==> src/huff_pkg.sv <==
`default_nettype none

package huff_pkg;

  // alphabet and buffer sizing
  localparam int SYM_COUNT = 16;
  localparam int SYM_W     = 4;
  localparam int BUF_DEPTH = 32;
  localparam int ADDR_W    = 5;
  localparam int BCNT_W    = 6;

  // 64 symbols at most, so 7 bits hold any single count or total weight
  localparam int CNT_W     = 7;
  localparam int LEN_W     = 4;
  localparam int CODE_W    = 9;

  typedef logic [SYM_W-1:0] sym_t;

  typedef struct packed {
    sym_t hi_nib;
    sym_t lo_nib;
  } nib_pair_t;

  // one stored byte, seen raw by the packer and as two symbols downstream
  typedef union packed {
    logic [7:0] raw;
    nib_pair_t  nib;
  } huff_byte_u;

  typedef struct packed {
    logic [LEN_W-1:0]  len;
    logic [CODE_W-1:0] code;
  } code_entry_t;

  typedef struct packed {
    logic [ADDR_W-1:0] addr;
  } buf_rd_t;

  typedef struct packed {
    logic [BCNT_W-1:0] byte_count;
    logic              eof;
  } stream_info_t;

  typedef logic [SYM_COUNT-1:0][CNT_W-1:0] count_vec_t;
  typedef logic [SYM_COUNT-1:0][LEN_W-1:0] len_vec_t;
  typedef code_entry_t [SYM_COUNT-1:0]     book_t;

endpackage

`default_nettype wire

==> src/chunk_packer.sv <==
`timescale 1ns/10ps
`default_nettype none

module chunk_packer (
  input  wire logic           hwclk,
  input  wire logic           reset,
  input  wire logic           chunk_valid_i,
  input  wire logic [6:0]     chunk_i,
  input  wire logic           eof_i,
  output logic                byte_valid_o,
  output huff_pkg::huff_byte_u byte_data_o,
  output logic                input_done_o
);

  logic [13:0] acc_q;
  logic [3:0]  fill_q;
  logic        closed_q;
  logic [13:0] acc_merged;
  logic [4:0]  fill_sum;

  // new chunk lands above the bits already held
  always_comb begin
    acc_merged = acc_q | ({7'd0, chunk_i} << fill_q);
    fill_sum   = {1'b0, fill_q} + 5'd7;
  end

  always_ff @(posedge hwclk, posedge reset) begin
    if (reset) begin
      acc_q        <= '0;
      fill_q       <= '0;
      closed_q     <= 1'b0;
      byte_valid_o <= 1'b0;
      input_done_o <= 1'b0;
    end else begin
      byte_valid_o <= 1'b0;
      input_done_o <= 1'b0;
      // one stream per reset, later chunks are ignored
      if (!closed_q) begin
        if (chunk_valid_i) begin
          if (fill_sum >= 5'd8) begin
            byte_valid_o <= 1'b1;
            acc_q        <= acc_merged >> 8;
            fill_q       <= fill_sum[3:0] - 4'd8;
          end else begin
            acc_q  <= acc_merged;
            fill_q <= fill_sum[3:0];
          end
        end
        // leftover partial byte is thrown away
        if (eof_i) begin
          acc_q        <= '0;
          fill_q       <= '0;
          closed_q     <= 1'b1;
          input_done_o <= 1'b1;
        end
      end
    end
  end

  always_ff @(posedge hwclk) begin
    if (chunk_valid_i) begin
      byte_data_o.raw <= acc_merged[7:0];
    end
  end

endmodule

`default_nettype wire

==> src/symbol_store.sv <==
`timescale 1ns/10ps
`default_nettype none

module symbol_store (
  input  wire logic                 hwclk,
  input  wire logic                 reset,
  input  wire logic                 byte_valid_i,
  input  wire huff_pkg::huff_byte_u byte_data_i,
  input  wire logic                 input_done_i,
  input  wire huff_pkg::buf_rd_t    rd_i,
  output huff_pkg::huff_byte_u      rd_data_o,
  output huff_pkg::count_vec_t      counts_o,
  output huff_pkg::stream_info_t    info_o,
  output logic                      hist_done_o
);

  huff_pkg::huff_byte_u mem [huff_pkg::BUF_DEPTH];

  logic [huff_pkg::BCNT_W-1:0] wr_cnt_q;
  logic                        eof_q;
  logic                        store_en;

  // buffer full means the byte is dropped entirely, counts included
  assign store_en = byte_valid_i && !eof_q && (wr_cnt_q < huff_pkg::BUF_DEPTH);

  assign info_o = '{byte_count: wr_cnt_q, eof: eof_q};

  always_ff @(posedge hwclk, posedge reset) begin
    if (reset) begin
      wr_cnt_q    <= '0;
      eof_q       <= 1'b0;
      hist_done_o <= 1'b0;
      counts_o    <= '0;
    end else begin
      hist_done_o <= input_done_i;
      if (input_done_i) begin
        eof_q <= 1'b1;
      end
      if (store_en) begin
        wr_cnt_q <= wr_cnt_q + 1'b1;
        // both nibbles count, twice when they match
        for (int s = 0; s < huff_pkg::SYM_COUNT; s++) begin
          counts_o[s] <= counts_o[s]
                         + (byte_data_i.nib.hi_nib == huff_pkg::sym_t'(s))
                         + (byte_data_i.nib.lo_nib == huff_pkg::sym_t'(s));
        end
      end
    end
  end

  always_ff @(posedge hwclk) begin
    if (store_en) begin
      mem[wr_cnt_q[huff_pkg::ADDR_W-1:0]] <= byte_data_i;
    end
    // read data valid the cycle after the address
    rd_data_o <= mem[rd_i.addr];
  end

endmodule

`default_nettype wire

==> src/code_length_builder.sv <==
`timescale 1ns/10ps
`default_nettype none

module code_length_builder (
  input  wire logic                 hwclk,
  input  wire logic                 reset,
  input  wire logic                 start_i,
  input  wire huff_pkg::count_vec_t counts_i,
  output huff_pkg::len_vec_t        lengths_o,
  output logic                      done_o
);

  typedef enum logic [2:0] {
    B_IDLE,
    B_CHECK,
    B_SCAN1,
    B_SCAN2,
    B_MERGE,
    B_FIX
  } state_t;

  state_t state_q;

  // weight and liveness are kept per group id, membership per symbol
  logic [huff_pkg::CNT_W-1:0]     grp_w [huff_pkg::SYM_COUNT];
  logic [huff_pkg::SYM_COUNT-1:0] grp_act;
  huff_pkg::sym_t                 grp_id [huff_pkg::SYM_COUNT];

  huff_pkg::sym_t             idx_q;
  huff_pkg::sym_t             pick_a_q;
  huff_pkg::sym_t             pick_b_q;
  huff_pkg::sym_t             best_id_q;
  logic [huff_pkg::CNT_W-1:0] best_w_q;
  logic                       best_ok_q;
  logic [huff_pkg::SYM_W:0]   groups_q;
  logic [huff_pkg::SYM_W:0]   n_init;
  logic                       take;
  huff_pkg::sym_t             nxt_id;
  huff_pkg::sym_t             lo_id;
  huff_pkg::sym_t             hi_id;

  always_comb begin
    n_init = '0;
    for (int s = 0; s < huff_pkg::SYM_COUNT; s++) begin
      n_init = n_init + (counts_i[s] != '0);
    end
    // strict less-than keeps the lowest id on equal weights
    take = grp_act[idx_q] && !(state_q == B_SCAN2 && idx_q == pick_a_q)
           && (!best_ok_q || grp_w[idx_q] < best_w_q);
    nxt_id = take ? idx_q : best_id_q;
    lo_id  = (pick_a_q < pick_b_q) ? pick_a_q : pick_b_q;
    hi_id  = (pick_a_q < pick_b_q) ? pick_b_q : pick_a_q;
  end

  always_ff @(posedge hwclk, posedge reset) begin
    if (reset) begin
      state_q   <= B_IDLE;
      idx_q     <= '0;
      pick_a_q  <= '0;
      pick_b_q  <= '0;
      best_id_q <= '0;
      best_w_q  <= '0;
      best_ok_q <= 1'b0;
      groups_q  <= '0;
      done_o    <= 1'b0;
    end else begin
      done_o <= 1'b0;
      case (state_q)
        B_IDLE: begin
          if (start_i) begin
            groups_q <= n_init;
            state_q  <= B_CHECK;
          end
        end
        B_CHECK: begin
          idx_q     <= '0;
          best_ok_q <= 1'b0;
          state_q   <= (groups_q > 1) ? B_SCAN1 : B_FIX;
        end
        B_SCAN1, B_SCAN2: begin
          if (take) begin
            best_id_q <= idx_q;
            best_w_q  <= grp_w[idx_q];
            best_ok_q <= 1'b1;
          end
          idx_q <= idx_q + 1'b1;
          // last symbol index closes the scan
          if (&idx_q) begin
            best_ok_q <= 1'b0;
            if (state_q == B_SCAN1) begin
              pick_a_q <= nxt_id;
              state_q  <= B_SCAN2;
            end else begin
              pick_b_q <= nxt_id;
              state_q  <= B_MERGE;
            end
          end
        end
        B_MERGE: begin
          groups_q <= groups_q - 1'b1;
          state_q  <= B_CHECK;
        end
        default: begin
          done_o  <= 1'b1;
          state_q <= B_IDLE;
        end
      endcase
    end
  end

  always_ff @(posedge hwclk) begin
    if (state_q == B_IDLE && start_i) begin
      for (int s = 0; s < huff_pkg::SYM_COUNT; s++) begin
        grp_w[s]     <= counts_i[s];
        grp_act[s]   <= (counts_i[s] != '0);
        grp_id[s]    <= huff_pkg::sym_t'(s);
        lengths_o[s] <= '0;
      end
    end else if (state_q == B_MERGE) begin
      grp_w[lo_id]   <= grp_w[pick_a_q] + grp_w[pick_b_q];
      grp_act[hi_id] <= 1'b0;
      for (int s = 0; s < huff_pkg::SYM_COUNT; s++) begin
        if (grp_id[s] == pick_a_q || grp_id[s] == pick_b_q) begin
          grp_id[s]    <= lo_id;
          lengths_o[s] <= lengths_o[s] + 1'b1;
        end
      end
    end else if (state_q == B_FIX) begin
      // a lone active symbol still needs one bit
      for (int s = 0; s < huff_pkg::SYM_COUNT; s++) begin
        if (counts_i[s] != '0 && lengths_o[s] == '0) begin
          lengths_o[s] <= 'd1;
        end
      end
    end
  end

endmodule

`default_nettype wire

==> src/canonical_codebook.sv <==
`timescale 1ns/10ps
`default_nettype none

module canonical_codebook (
  input  wire logic               hwclk,
  input  wire logic               reset,
  input  wire logic               start_i,
  input  wire huff_pkg::len_vec_t lengths_i,
  output huff_pkg::book_t         book_o,
  output logic                    done_o
);

  logic                        walking_q;
  logic [huff_pkg::LEN_W-1:0]  cur_len_q;
  huff_pkg::sym_t              idx_q;
  logic [huff_pkg::CODE_W-1:0] code_q;
  logic [huff_pkg::CODE_W-1:0] code_nxt;
  logic                        hit;

  assign hit      = walking_q && (lengths_i[idx_q] == cur_len_q);
  assign code_nxt = hit ? code_q + 1'b1 : code_q;

  always_ff @(posedge hwclk, posedge reset) begin
    if (reset) begin
      walking_q <= 1'b0;
      cur_len_q <= '0;
      idx_q     <= '0;
      code_q    <= '0;
      done_o    <= 1'b0;
    end else begin
      done_o <= 1'b0;
      if (start_i && !walking_q) begin
        walking_q <= 1'b1;
        cur_len_q <= 'd1;
        idx_q     <= '0;
        code_q    <= '0;
      end else if (walking_q) begin
        idx_q <= idx_q + 1'b1;
        if (&idx_q) begin
          // one length step is one left shift
          code_q <= code_nxt << 1;
          if (cur_len_q == huff_pkg::CODE_W) begin
            walking_q <= 1'b0;
            done_o    <= 1'b1;
          end else begin
            cur_len_q <= cur_len_q + 1'b1;
          end
        end else begin
          code_q <= code_nxt;
        end
      end
    end
  end

  always_ff @(posedge hwclk) begin
    if (start_i && !walking_q) begin
      for (int s = 0; s < huff_pkg::SYM_COUNT; s++) begin
        book_o[s].len  <= lengths_i[s];
        book_o[s].code <= '0;
      end
    end else if (hit) begin
      book_o[idx_q].code <= code_q;
    end
  end

endmodule

`default_nettype wire

==> src/bit_emitter.sv <==
`timescale 1ns/10ps
`default_nettype none

module bit_emitter (
  input  wire logic                   hwclk,
  input  wire logic                   reset,
  input  wire logic                   start_i,
  input  wire huff_pkg::book_t        book_i,
  input  wire huff_pkg::stream_info_t info_i,
  output huff_pkg::buf_rd_t           rd_o,
  input  wire huff_pkg::huff_byte_u   rd_data_i,
  output logic                        bit_req_o,
  output logic                        bit_o,
  input  wire logic                   bit_ack_i,
  output logic                        done_o
);

  typedef enum logic [3:0] {
    E_IDLE,
    E_HDR,
    E_RD,
    E_NIB,
    E_DBIT,
    E_REQ,
    E_ACK,
    E_REL,
    E_NEXT,
    E_DONE
  } state_t;

  state_t                      state_q;
  logic                        in_data_q;
  logic [5:0]                  hdr_cnt_q;
  logic [huff_pkg::ADDR_W-1:0] byte_idx_q;
  logic                        nib_lo_q;
  logic [huff_pkg::LEN_W-1:0]  pos_q;
  huff_pkg::sym_t              sym;
  huff_pkg::code_entry_t       entry;
  logic [huff_pkg::LEN_W-1:0]  hdr_len;
  logic                        last_byte;

  assign rd_o      = '{addr: byte_idx_q};
  assign sym       = nib_lo_q ? rd_data_i.nib.lo_nib : rd_data_i.nib.hi_nib;
  assign entry     = book_i[sym];
  // four header bits per symbol
  assign hdr_len   = book_i[hdr_cnt_q[5:2]].len;
  assign last_byte = ({1'b0, byte_idx_q} == info_i.byte_count - 1'b1);

  always_ff @(posedge hwclk, posedge reset) begin
    if (reset) begin
      state_q    <= E_IDLE;
      in_data_q  <= 1'b0;
      hdr_cnt_q  <= '0;
      byte_idx_q <= '0;
      nib_lo_q   <= 1'b0;
      pos_q      <= '0;
      bit_req_o  <= 1'b0;
      bit_o      <= 1'b0;
      done_o     <= 1'b0;
    end else begin
      case (state_q)
        E_IDLE: begin
          if (start_i && info_i.eof) begin
            hdr_cnt_q <= '0;
            in_data_q <= 1'b0;
            state_q   <= E_HDR;
          end
        end
        E_HDR: begin
          // MSB of each length first
          bit_o   <= hdr_len[~hdr_cnt_q[1:0]];
          state_q <= E_REQ;
        end
        E_RD: state_q <= E_NIB;
        E_NIB: begin
          if (entry.len == '0) begin
            state_q <= E_NEXT;
          end else begin
            pos_q   <= entry.len - 1'b1;
            state_q <= E_DBIT;
          end
        end
        E_DBIT: begin
          bit_o   <= entry.code[pos_q];
          state_q <= E_REQ;
        end
        // bit_o is already stable here
        E_REQ: begin
          bit_req_o <= 1'b1;
          state_q   <= E_ACK;
        end
        E_ACK: begin
          if (bit_ack_i) begin
            bit_req_o <= 1'b0;
            state_q   <= E_REL;
          end
        end
        E_REL: begin
          if (!bit_ack_i) begin
            if (!in_data_q) begin
              if (&hdr_cnt_q) begin
                in_data_q  <= 1'b1;
                byte_idx_q <= '0;
                nib_lo_q   <= 1'b0;
                state_q    <= (info_i.byte_count == '0) ? E_DONE : E_RD;
              end else begin
                hdr_cnt_q <= hdr_cnt_q + 1'b1;
                state_q   <= E_HDR;
              end
            end else if (pos_q != '0) begin
              pos_q   <= pos_q - 1'b1;
              state_q <= E_DBIT;
            end else begin
              state_q <= E_NEXT;
            end
          end
        end
        E_NEXT: begin
          if (!nib_lo_q) begin
            nib_lo_q <= 1'b1;
            state_q  <= E_NIB;
          end else if (last_byte) begin
            state_q <= E_DONE;
          end else begin
            byte_idx_q <= byte_idx_q + 1'b1;
            nib_lo_q   <= 1'b0;
            state_q    <= E_RD;
          end
        end
        default: done_o <= 1'b1;
      endcase
    end
  end

endmodule

`default_nettype wire

==> src/huff_compress_top.sv <==
`timescale 1ns/10ps
`default_nettype none

module huff_compress_top (
  input  wire logic       hwclk,
  input  wire logic       reset,
  input  wire logic       chunk_valid_i,
  input  wire logic [6:0] chunk_i,
  input  wire logic       eof_i,
  input  wire logic       bit_ack_i,
  output logic            bit_req_o,
  output logic            bit_o,
  output logic            busy_o,
  output logic            done_o
);

  logic                   byte_valid;
  huff_pkg::huff_byte_u   byte_data;
  logic                   input_done;
  huff_pkg::buf_rd_t      rd;
  huff_pkg::huff_byte_u   rd_data;
  huff_pkg::count_vec_t   counts;
  huff_pkg::stream_info_t info;
  logic                   hist_done;
  huff_pkg::len_vec_t     lengths;
  logic                   len_done;
  huff_pkg::book_t        book;
  logic                   book_done;
  logic                   busy_q;

  // decode
  chunk_packer i_chunk_packer (
    .hwclk        (hwclk),
    .reset        (reset),
    .chunk_valid_i(chunk_valid_i),
    .chunk_i      (chunk_i),
    .eof_i        (eof_i),
    .byte_valid_o (byte_valid),
    .byte_data_o  (byte_data),
    .input_done_o (input_done)
  );

  // execute
  symbol_store i_symbol_store (
    .hwclk       (hwclk),
    .reset       (reset),
    .byte_valid_i(byte_valid),
    .byte_data_i (byte_data),
    .input_done_i(input_done),
    .rd_i        (rd),
    .rd_data_o   (rd_data),
    .counts_o    (counts),
    .info_o      (info),
    .hist_done_o (hist_done)
  );

  code_length_builder i_code_length_builder (
    .hwclk    (hwclk),
    .reset    (reset),
    .start_i  (hist_done),
    .counts_i (counts),
    .lengths_o(lengths),
    .done_o   (len_done)
  );

  canonical_codebook i_canonical_codebook (
    .hwclk    (hwclk),
    .reset    (reset),
    .start_i  (len_done),
    .lengths_i(lengths),
    .book_o   (book),
    .done_o   (book_done)
  );

  // result
  bit_emitter i_bit_emitter (
    .hwclk    (hwclk),
    .reset    (reset),
    .start_i  (book_done),
    .book_i   (book),
    .info_i   (info),
    .rd_o     (rd),
    .rd_data_i(rd_data),
    .bit_req_o(bit_req_o),
    .bit_o    (bit_o),
    .bit_ack_i(bit_ack_i),
    .done_o   (done_o)
  );

  // busy from first chunk until the stream is out
  always_ff @(posedge hwclk, posedge reset) begin
    if (reset) begin
      busy_q <= 1'b0;
    end else if (done_o) begin
      busy_q <= 1'b0;
    end else if (chunk_valid_i) begin
      busy_q <= 1'b1;
    end
  end

  assign busy_o = busy_q & ~done_o;

endmodule

`default_nettype wire

==> config.mk <==
export PLATFORM = sky130hd
export DESIGN_NAME = huff_compress_top
export DESIGN_NICKNAME = d
export VERILOG_FILES = /design/src/huff_pkg.sv /design/src/chunk_packer.sv /design/src/symbol_store.sv /design/src/code_length_builder.sv /design/src/canonical_codebook.sv /design/src/bit_emitter.sv /design/src/huff_compress_top.sv
export SDC_FILE = /design/constraint.sdc
export NUM_CORES = 2
export LEC_CHECK = 0
export ABC_AREA = 1
export CORE_MARGIN = 3
export CORE_UTILIZATION = 60
export CTS_CLUSTER_SIZE = 24
export DETAILED_ROUTE_END_ITERATION = 10
export DONT_BUFFER_PORTS = 1
export PLACE_DENSITY = 0.78
export SKIP_LAST_GASP = 1
export SYNTH_ARGS = -nofsm -noshare
export SYNTH_HDL_FRONTEND = slang
export SYNTH_SLANG_ARGS = --single-unit
==> constraint.sdc <==
create_clock -name hwclk -period 7.8 [get_ports hwclk]
set_clock_uncertainty 0.15 [all_clocks]
set_input_delay 0 -clock hwclk [delete_from_list [all_inputs] [get_ports hwclk]]
set_output_delay 0 -clock hwclk [all_outputs]
set_load 0.05 [all_outputs]
# Word-level counts from Yosys, hierarchy flattened
# Memories as Yosys holds them, arrays and structs flattened. A register that Yosys moved wholly into a read port is not among the register bits.
# Cells that the tools add are included.
# W data, S select, Z words.
# op_classes
n_addsub	77
n_lt_le_gt_ge	14
n_eq_ne	110
n_shift	1
n_mux	234
bitwise	24
n_reduce_logical	159
# op_table
cell	n
$mux W208	2
$mux W4	77
$add A7 B1 Y7	32
$bwmux W208	1
$eq A4 B4 Y1	34
$mux W64	2
$reduce_bool A7 Y1	16
$mux W1	105
$bmux W13 S4	2
$logic_not A4 Y1	20
$add A4 B1 Y4 const B	19
$eq A4 B4 Y1 const B	18
$add A5 B1 Y5	14
$reduce_bool A2 Y1	30
$reduce_and A3 Y1	18
$demux W13 S4	1
$eq A4 B3 Y1 const B	12
$ne A2 B2 Y1 const B	23
$mux W9	5
$mux W14	3
$mux W16	2
$pmux W4 S8	1
$lt A4 B5 Y1 const B	6
$mux W5	6
62 further kinds	170
# totals
regBits	514
mem_bits_rw	432
input_bits	12
output_inout_bits	4
elab_cells	721
mem_count	3
# memory_table
name	depth	word_bits	read_ports	rd_clocked_by_memory_dff	wr	line_no	source
i_symbol_store.mem	32	8	1	1	1	symbol_store.sv:17	huff_pkg::huff_byte_u mem [huff_pkg::BUF_DEPTH];
i_code_length_builder.grp_w	16	7	3	0	16	code_length_builder.sv:25	logic [huff_pkg::CNT_W-1:0] grp_w [huff_pkg::SYM_COUNT];
i_code_length_builder.grp_id	16	4	16	0	16	code_length_builder.sv:27	huff_pkg::sym_t grp_id [huff_pkg::SYM_COUNT];

# Depth between registers and ports, before layout
# depth
depth_word	18
mapped_depth	21
depth_no_buf	19

# Cells and area by module
# A second synthesis with hierarchy kept.
# hier_totals
hier_cells	6184
area_unflattened_um2	51499.4
# by_module_without_submodules
mod	n_inst	cells_per_inst	area_each_um2	seq_area_each_um2
code_length_builder	1	2326	18496.5	7872.6
symbol_store	1	1505	16389.5	10850.4
canonical_codebook	1	1211	10034.6	5280.1
bit_emitter	1	937	4899.7	600.6
chunk_packer	1	198	1629.1	765.7
huff_compress_top	1	7	50.0	25.0

# Worst setup path before layout
# OpenSTA, ideal clock, no wires.
# synth_path
kind	flip-flop to flip-flop
from	register i_symbol_store.counts_o[0] (netlist name)
to	register i_code_length_builder.groups_q[4] (netlist name)
setup_ns	0.146
arrival_ns	4.421
required_time_ns	7.504
slack_ns	3.083
path_stages_with_launch	20
path_buffers	0
period_less_slack_ns	4.717
cell_sequence	dfrtp_1 -> nor4_1 -> nand4_1 -> ha_1 -> inv_1 -> fa_1 -> inv_1 -> fa_1 -> fa_1 -> inv_1 -> fa_1 -> inv_1 -> fa_1 -> inv_1 -> fa_1 -> nor2_1 -> o21ai_0 -> o21ai_0 -> nand2_1 -> o21ai_0
# synth_between
elab_chain_len	18
# synth_lines
element	line_no	source
start, declared	symbol_store.sv:12	output huff_pkg::count_vec_t counts_o,
start signal, assigned by index	symbol_store.sv:43	counts_o[s] <= counts_o[s]
$reduce_bool A7 Y1	code_length_builder.sv:45	n_init = n_init + (counts_i[s] != '0);
$add A1 B1 Y2	code_length_builder.sv:45	
$add A5 B1 Y5 (14 in a row)	code_length_builder.sv:45	
$mux W5	code_length_builder.sv:70	if (start_i) begin
$pmux W5 S2	code_length_builder.sv:68	case (state_q)
end signal, assigned	code_length_builder.sv:71	groups_q <= n_init;
end signal, assigned	code_length_builder.sv:100	groups_q <= groups_q - 1'b1;
end, declared	code_length_builder.sv:35	logic [huff_pkg::SYM_W:0] groups_q;
# No other way between the ends. The select of a mux whose other input is x is not followed.
# A chain may end at the register's enable or synchronous reset.

# Final worst setup path
# layout_path
from	register i_symbol_store.counts_o[7] (netlist name)
to	register i_code_length_builder.groups_q[4] (netlist name)
# Same word-level chain as after synthesis.

==> metrics list <==
- Dominant register cell in the synthesized netlist: edfxtp_1
- The wire-length estimate of the detail-placed layout is 95400 µm.
- Setup repair after global routing left no endpoint under its margin.
- The number of antenna violations at the first check in global routing was 2.
- Clock tree buffer depth: 3
- Critical path's most frequent cell: fa_1
* Hold Vio Cnt, Final: 0
- At the end of routability-driven placement, the weighted congestion stood at 1.02.
- In this run, the clock network consumes 29.9% of the power.
* Core box area: 0.0826 mm²
- Wire length of the first global-routing pass: roughly 230000 µm
* Post-synthesis cell count: 6067
- Sequential share of power: 39.3%
- After synthesis the netlist holds a flip-flop and latch count of 954.
- 0 antenna diodes ended up in the layout.
* Final Instance Count excl. Fillers: 7065
* Worst R2R End: i_code_length_builder.groups_q[4]
* Synth top area cells: edfxtp_1, dfrtp_1, dfxtp_1
* Maximum vdd drop: 0.254 mV
* Vias in the first global route: 40.5k
- Internal power comes to around 10 mW.
- For this configuration, the core starts out at a cell density of 61.1%.
- Die extent in x: 296 µm
* Clock tree from TritonCTS: done
- Post-route minimum period: between 5 and 6 ns
- Worst-Margin Slew: 1.24 ns
- Synthesized Nets: 6195
- Startpoint of the worst register-to-register path: i_symbol_store.counts_o[7]
- Summed over all layers, the routed wires come to 147000 µm.
- Maximum fanout encountered on the critical timing path: 4
- The H-tree generated during clock tree synthesis spans 3 levels.
- Overall power consumption: 16.0 mW
- In the final layout, the share of cells above drive strength 1 is between 4 and 5%.
* CP max-delay cell: fa_1
- Endpoint kind of the worst setup timing path: flop
- The synthesized netlist contains 52 unique library cells.
- Starting DRT DRC Count: 5537
* Largest net degree at the start of global routing: between 90 and 100
- Sequential-to-total area share from yosys stat: 50.3%
- Placed Cells incl. Taps: 6865
- At the worst endpoint, the required time is 8.17 ns.
- The largest single stage delay on the critical path is 0.54 ns.
- Logic pwr share: 30.8%
- For this run the aggregate overflow at the end of global routing stands at 0.
- In this run the worst setup path begins at i_symbol_store.counts_o[7].
- Setup slack closes at 2.50 ns.
- The setup path with the least slack is of type reg2reg.
- The tool flagged a number of max-cap violations equal to 0.
- A synthesized cell averages 8.32 µm².
* Clock sink total: 954
- The synthesized design spends more area on one cell type than any other, namely edfxtp_1.
- DIE AREA: about 0.09 mm²
- The analysis attributes to cell leakage a power of around 23 nW.
- Share of the synthesized area in the top cell type: 30.9%
- Class of the most critical hold timing path: in2reg
* Register clock-pin slew on the reported worst setup and hold paths: around 0.060 ns
- After routing, the total negative slack on setup checks comes to 0 ns.
- Yosys printed 0 warnings.
- At the end of the flow, the number of nets in the layout was 6041.
- The cell area that synthesis handed to floorplanning was 0.0505 mm².
- The analysis attributes to net switching a power of 6.04 mW.
- Post-synth EDFFs: 520
* Logic depth of the worst register-to-register path: 19
- Final setup violation count: 0
- During I/O placement, the number of pins put on the boundary was 16.
- The first detailed-routing pass ran for 7 iterations.
* Overall track demand over capacity in global routing: 33.5%
* Status: complete, no violations
- Final Max Slew Viols: 0
* Cell chain of the critical path: nor4_1 -> nand4_1 -> ha_1 -> inv_1 -> fa_1 -> inv_1 -> fa_1 -> fa_1 -> inv_1 -> fa_1 -> inv_1 -> fa_1 -> inv_1 -> fa_1 -> nor2_1 -> o21ai_0 -> o21ai_0 -> nand2_1 -> o21ai_0
* Vias/cell: slightly above 6
* Normalized max-slew margin: 16.7%
- Switching share of total power: 37.6%
- Relative to the synthesized area, the layout overhead comes to 8.24%.
- Clock root buffer: clkbuf_16
- Post-route fraction of the period consumed by the critical path: between 60 and 70%
- DRC violation count after routing: 0
* Fraction of registers with async set/reset: 22.9%
- TritonCTS created 95 clock buffers.
- In this run the power density over the cells is between 200 and 300 mW/mm².
- DR WL/cell: 20.8 µm
- The worst setup path is launched from a flop.
* Total vias in the final route: 43.3k
* Count of nets left with antenna violations after detail routing: 0
- Worst reg-to-reg setup slack: 2.50 ns
- Worst setup path endpoint: i_code_length_builder.groups_q[4]
- Data arrives at the worst endpoint at approximately 5.7 ns.
- Y dimension of the die: 296 µm
- In this run the core area contains 105 standard-cell rows.
- OpenSTA, run right after detailed placement, puts the worst setup slack at ~2.5 ns.
- Derived from the worst setup path, the maximum achievable clock frequency is 189 MHz.
* Port Buffer Count: 0
* Fill cell count: 6577
- Clock network latency to the later pin of the worst-skew pair: around 0.66 ns
## final cells by class
class / count / area, µm² / area share [%]
Inverter: 678 / 2560 / 4.68
Clock buffer: 133 / 2720 / 4.98
Sequential cell: 954 / 25400 / 46.5
Tap cell: 1070 / 1340 / 2.45
Clock inverter: 46 / 557 / 1.02
Multi-Input combinational cell: 4087 / 21200 / 38.9
Timing Repair Buffer: 97 / 798 / 1.46
## metal layers
layer | track usage (%) | share of wire [%] | vias to the layer above
met5 | 0 | 0.014 | -
met4 | 16.3 | 5.3 | 4
met3 | 7.74 | 12 | 487
met2 | 50.7 | 44 | 2495
met1 | 45.8 | 39 | 20319
li1 | - | - | 20044
## power by group through the flow
| stage | logic [mW] | clock network (mW) | registers (mW) |
|---|---|---|---|
| after floorplan | 3.38 | 0 | 6.19 |
| after global placement | 4.59 | 0 | 6.38 |
| after detailed placement | 4.70 | 0 | 6.40 |
| after CTS | 4.75 | 4.83 | 6.29 |
| after global routing | 5.39 | 5.03 | 6.36 |
| final | 4.94 | 4.79 | 6.31 |
## registers in the layout (all words and copies together), names as in the netlist, 5 cells and up
name                             flops
i_symbol_store.mem                 256
i_canonical_codebook.book_o        208
i_code_length_builder.grp_w        112
i_symbol_store.counts_o            112
i_code_length_builder.grp_id        64
i_code_length_builder.lengths_o     64
i_code_length_builder.grp_act       16
i_chunk_packer.acc_q                14
i_canonical_codebook.code_q          9
i_chunk_packer.byte_data_o           8
i_symbol_store.rd_data_o             8
i_code_length_builder.best_w_q       7
i_bit_emitter.hdr_cnt_q              6
i_symbol_store.wr_cnt_q              6
i_bit_emitter.rd_o                   5
i_code_length_builder.groups_q       5
## cells in the mapped netlist, drive strengths merged, types with 34 or more instances
library cell and count:
nand2 1149, o21ai 723, nor2 678, inv 671, edfxtp 520, nand3 486
clkbuf 255, a21oi 226, dfrtp 218, dfxtp 216, nand4 130, xor2 126
xnor2 116, buf 93, ha 89, o221ai 75, nor3 54, o22ai 53
o211ai 51, nor4 34
## placed cells by master, fill, tap and decap left out, types with 7 or more instances in the layout
cell type and n:
o21ai_0 684, nor2_1 667, nor3_1 54, clkinvlp_4 9, nand3_1 482, clkinv_2 15
dfrtp_1 212, clkbuf_1 19, bufinv_16 10, ha_1 89, buf_4 76, edfxtp_1 520
nor4_1 32, xor2_1 125, nand2_2 13, nand2_1 1133, a21oi_1 224, dlygate4sd3_1 20
o21ai_1 33, nand4_1 130, clkbuf_16 96, o221ai_1 75, xnor2_1 116, inv_1 665
nor3b_1 7, nor2_4 7, o22ai_1 53, dfxtp_1 216, o41ai_1 8, o31ai_1 8
o211ai_1 51, a211oi_1 11, clkinv_1 10, clkbuf_8 18, fa_1 27
## metrics by stage
step                      hold WS (ns)  area [µm²]  utilization, %
after floorplan                -0.0471       50500               -
after global placement          -0.184       51100            61.9
after detailed placement        -0.181       51100            61.9
after CTS                       0.0409       54600            66.1
after global routing             0.118       54600            66.1
final                           0.0803       54600            66.1
## how the worst min path moves through the flow
stage                               end  depth (start not counted)   from  slack (ns)
4_1_cts        i_chunk_packer.fill_q[2]                          4  eof_i        0.04
3_5_place_dp    i_chunk_packer.acc_q[9]                          1  reset       -0.18
2_1_floorplan   i_chunk_packer.closed_q                          2  eof_i       -0.05
3_3_place_gp   i_chunk_packer.acc_q[13]                          1  reset       -0.18
5_1_grt        i_chunk_packer.fill_q[2]                          4  eof_i        0.12
6_report       i_chunk_packer.fill_q[2]                          4  eof_i        0.08
## worst max-delay path, delay by kind of cell, from the launching register on
family | cells | cell delay (ns)
buffers and inverters | 5 | 0.30
AND/OR/NAND/NOR | 4 | 0.85
flip-flops | 1 | 0.41
AO/OA/AOI/OAI | 3 | 0.30
adder cells (fa/ha/maj) | 7 | 3.15
## kinds of logic after synthesis
group | after synthesis | synth area share, %
AND/OR/NAND/NOR | 2551 | 21.4
AO/OA/AOI/OAI | 1178 | 12.9
buffers and inverters | 1026 | 7.84
flip-flops | 954 | 50.3
XOR/XNOR | 242 | 4.20
adder cells (fa/ha/maj) | 116 | 3.28
## repair_timing
item | 4_1_cts | 5_1_grt
hold buffers | 21 | 0
buffers inserted | 0 | 0
endpoints found under the hold margin | 278 | 0
gates resized for setup | 0 | 0
(Power assumes the default switching activity.)
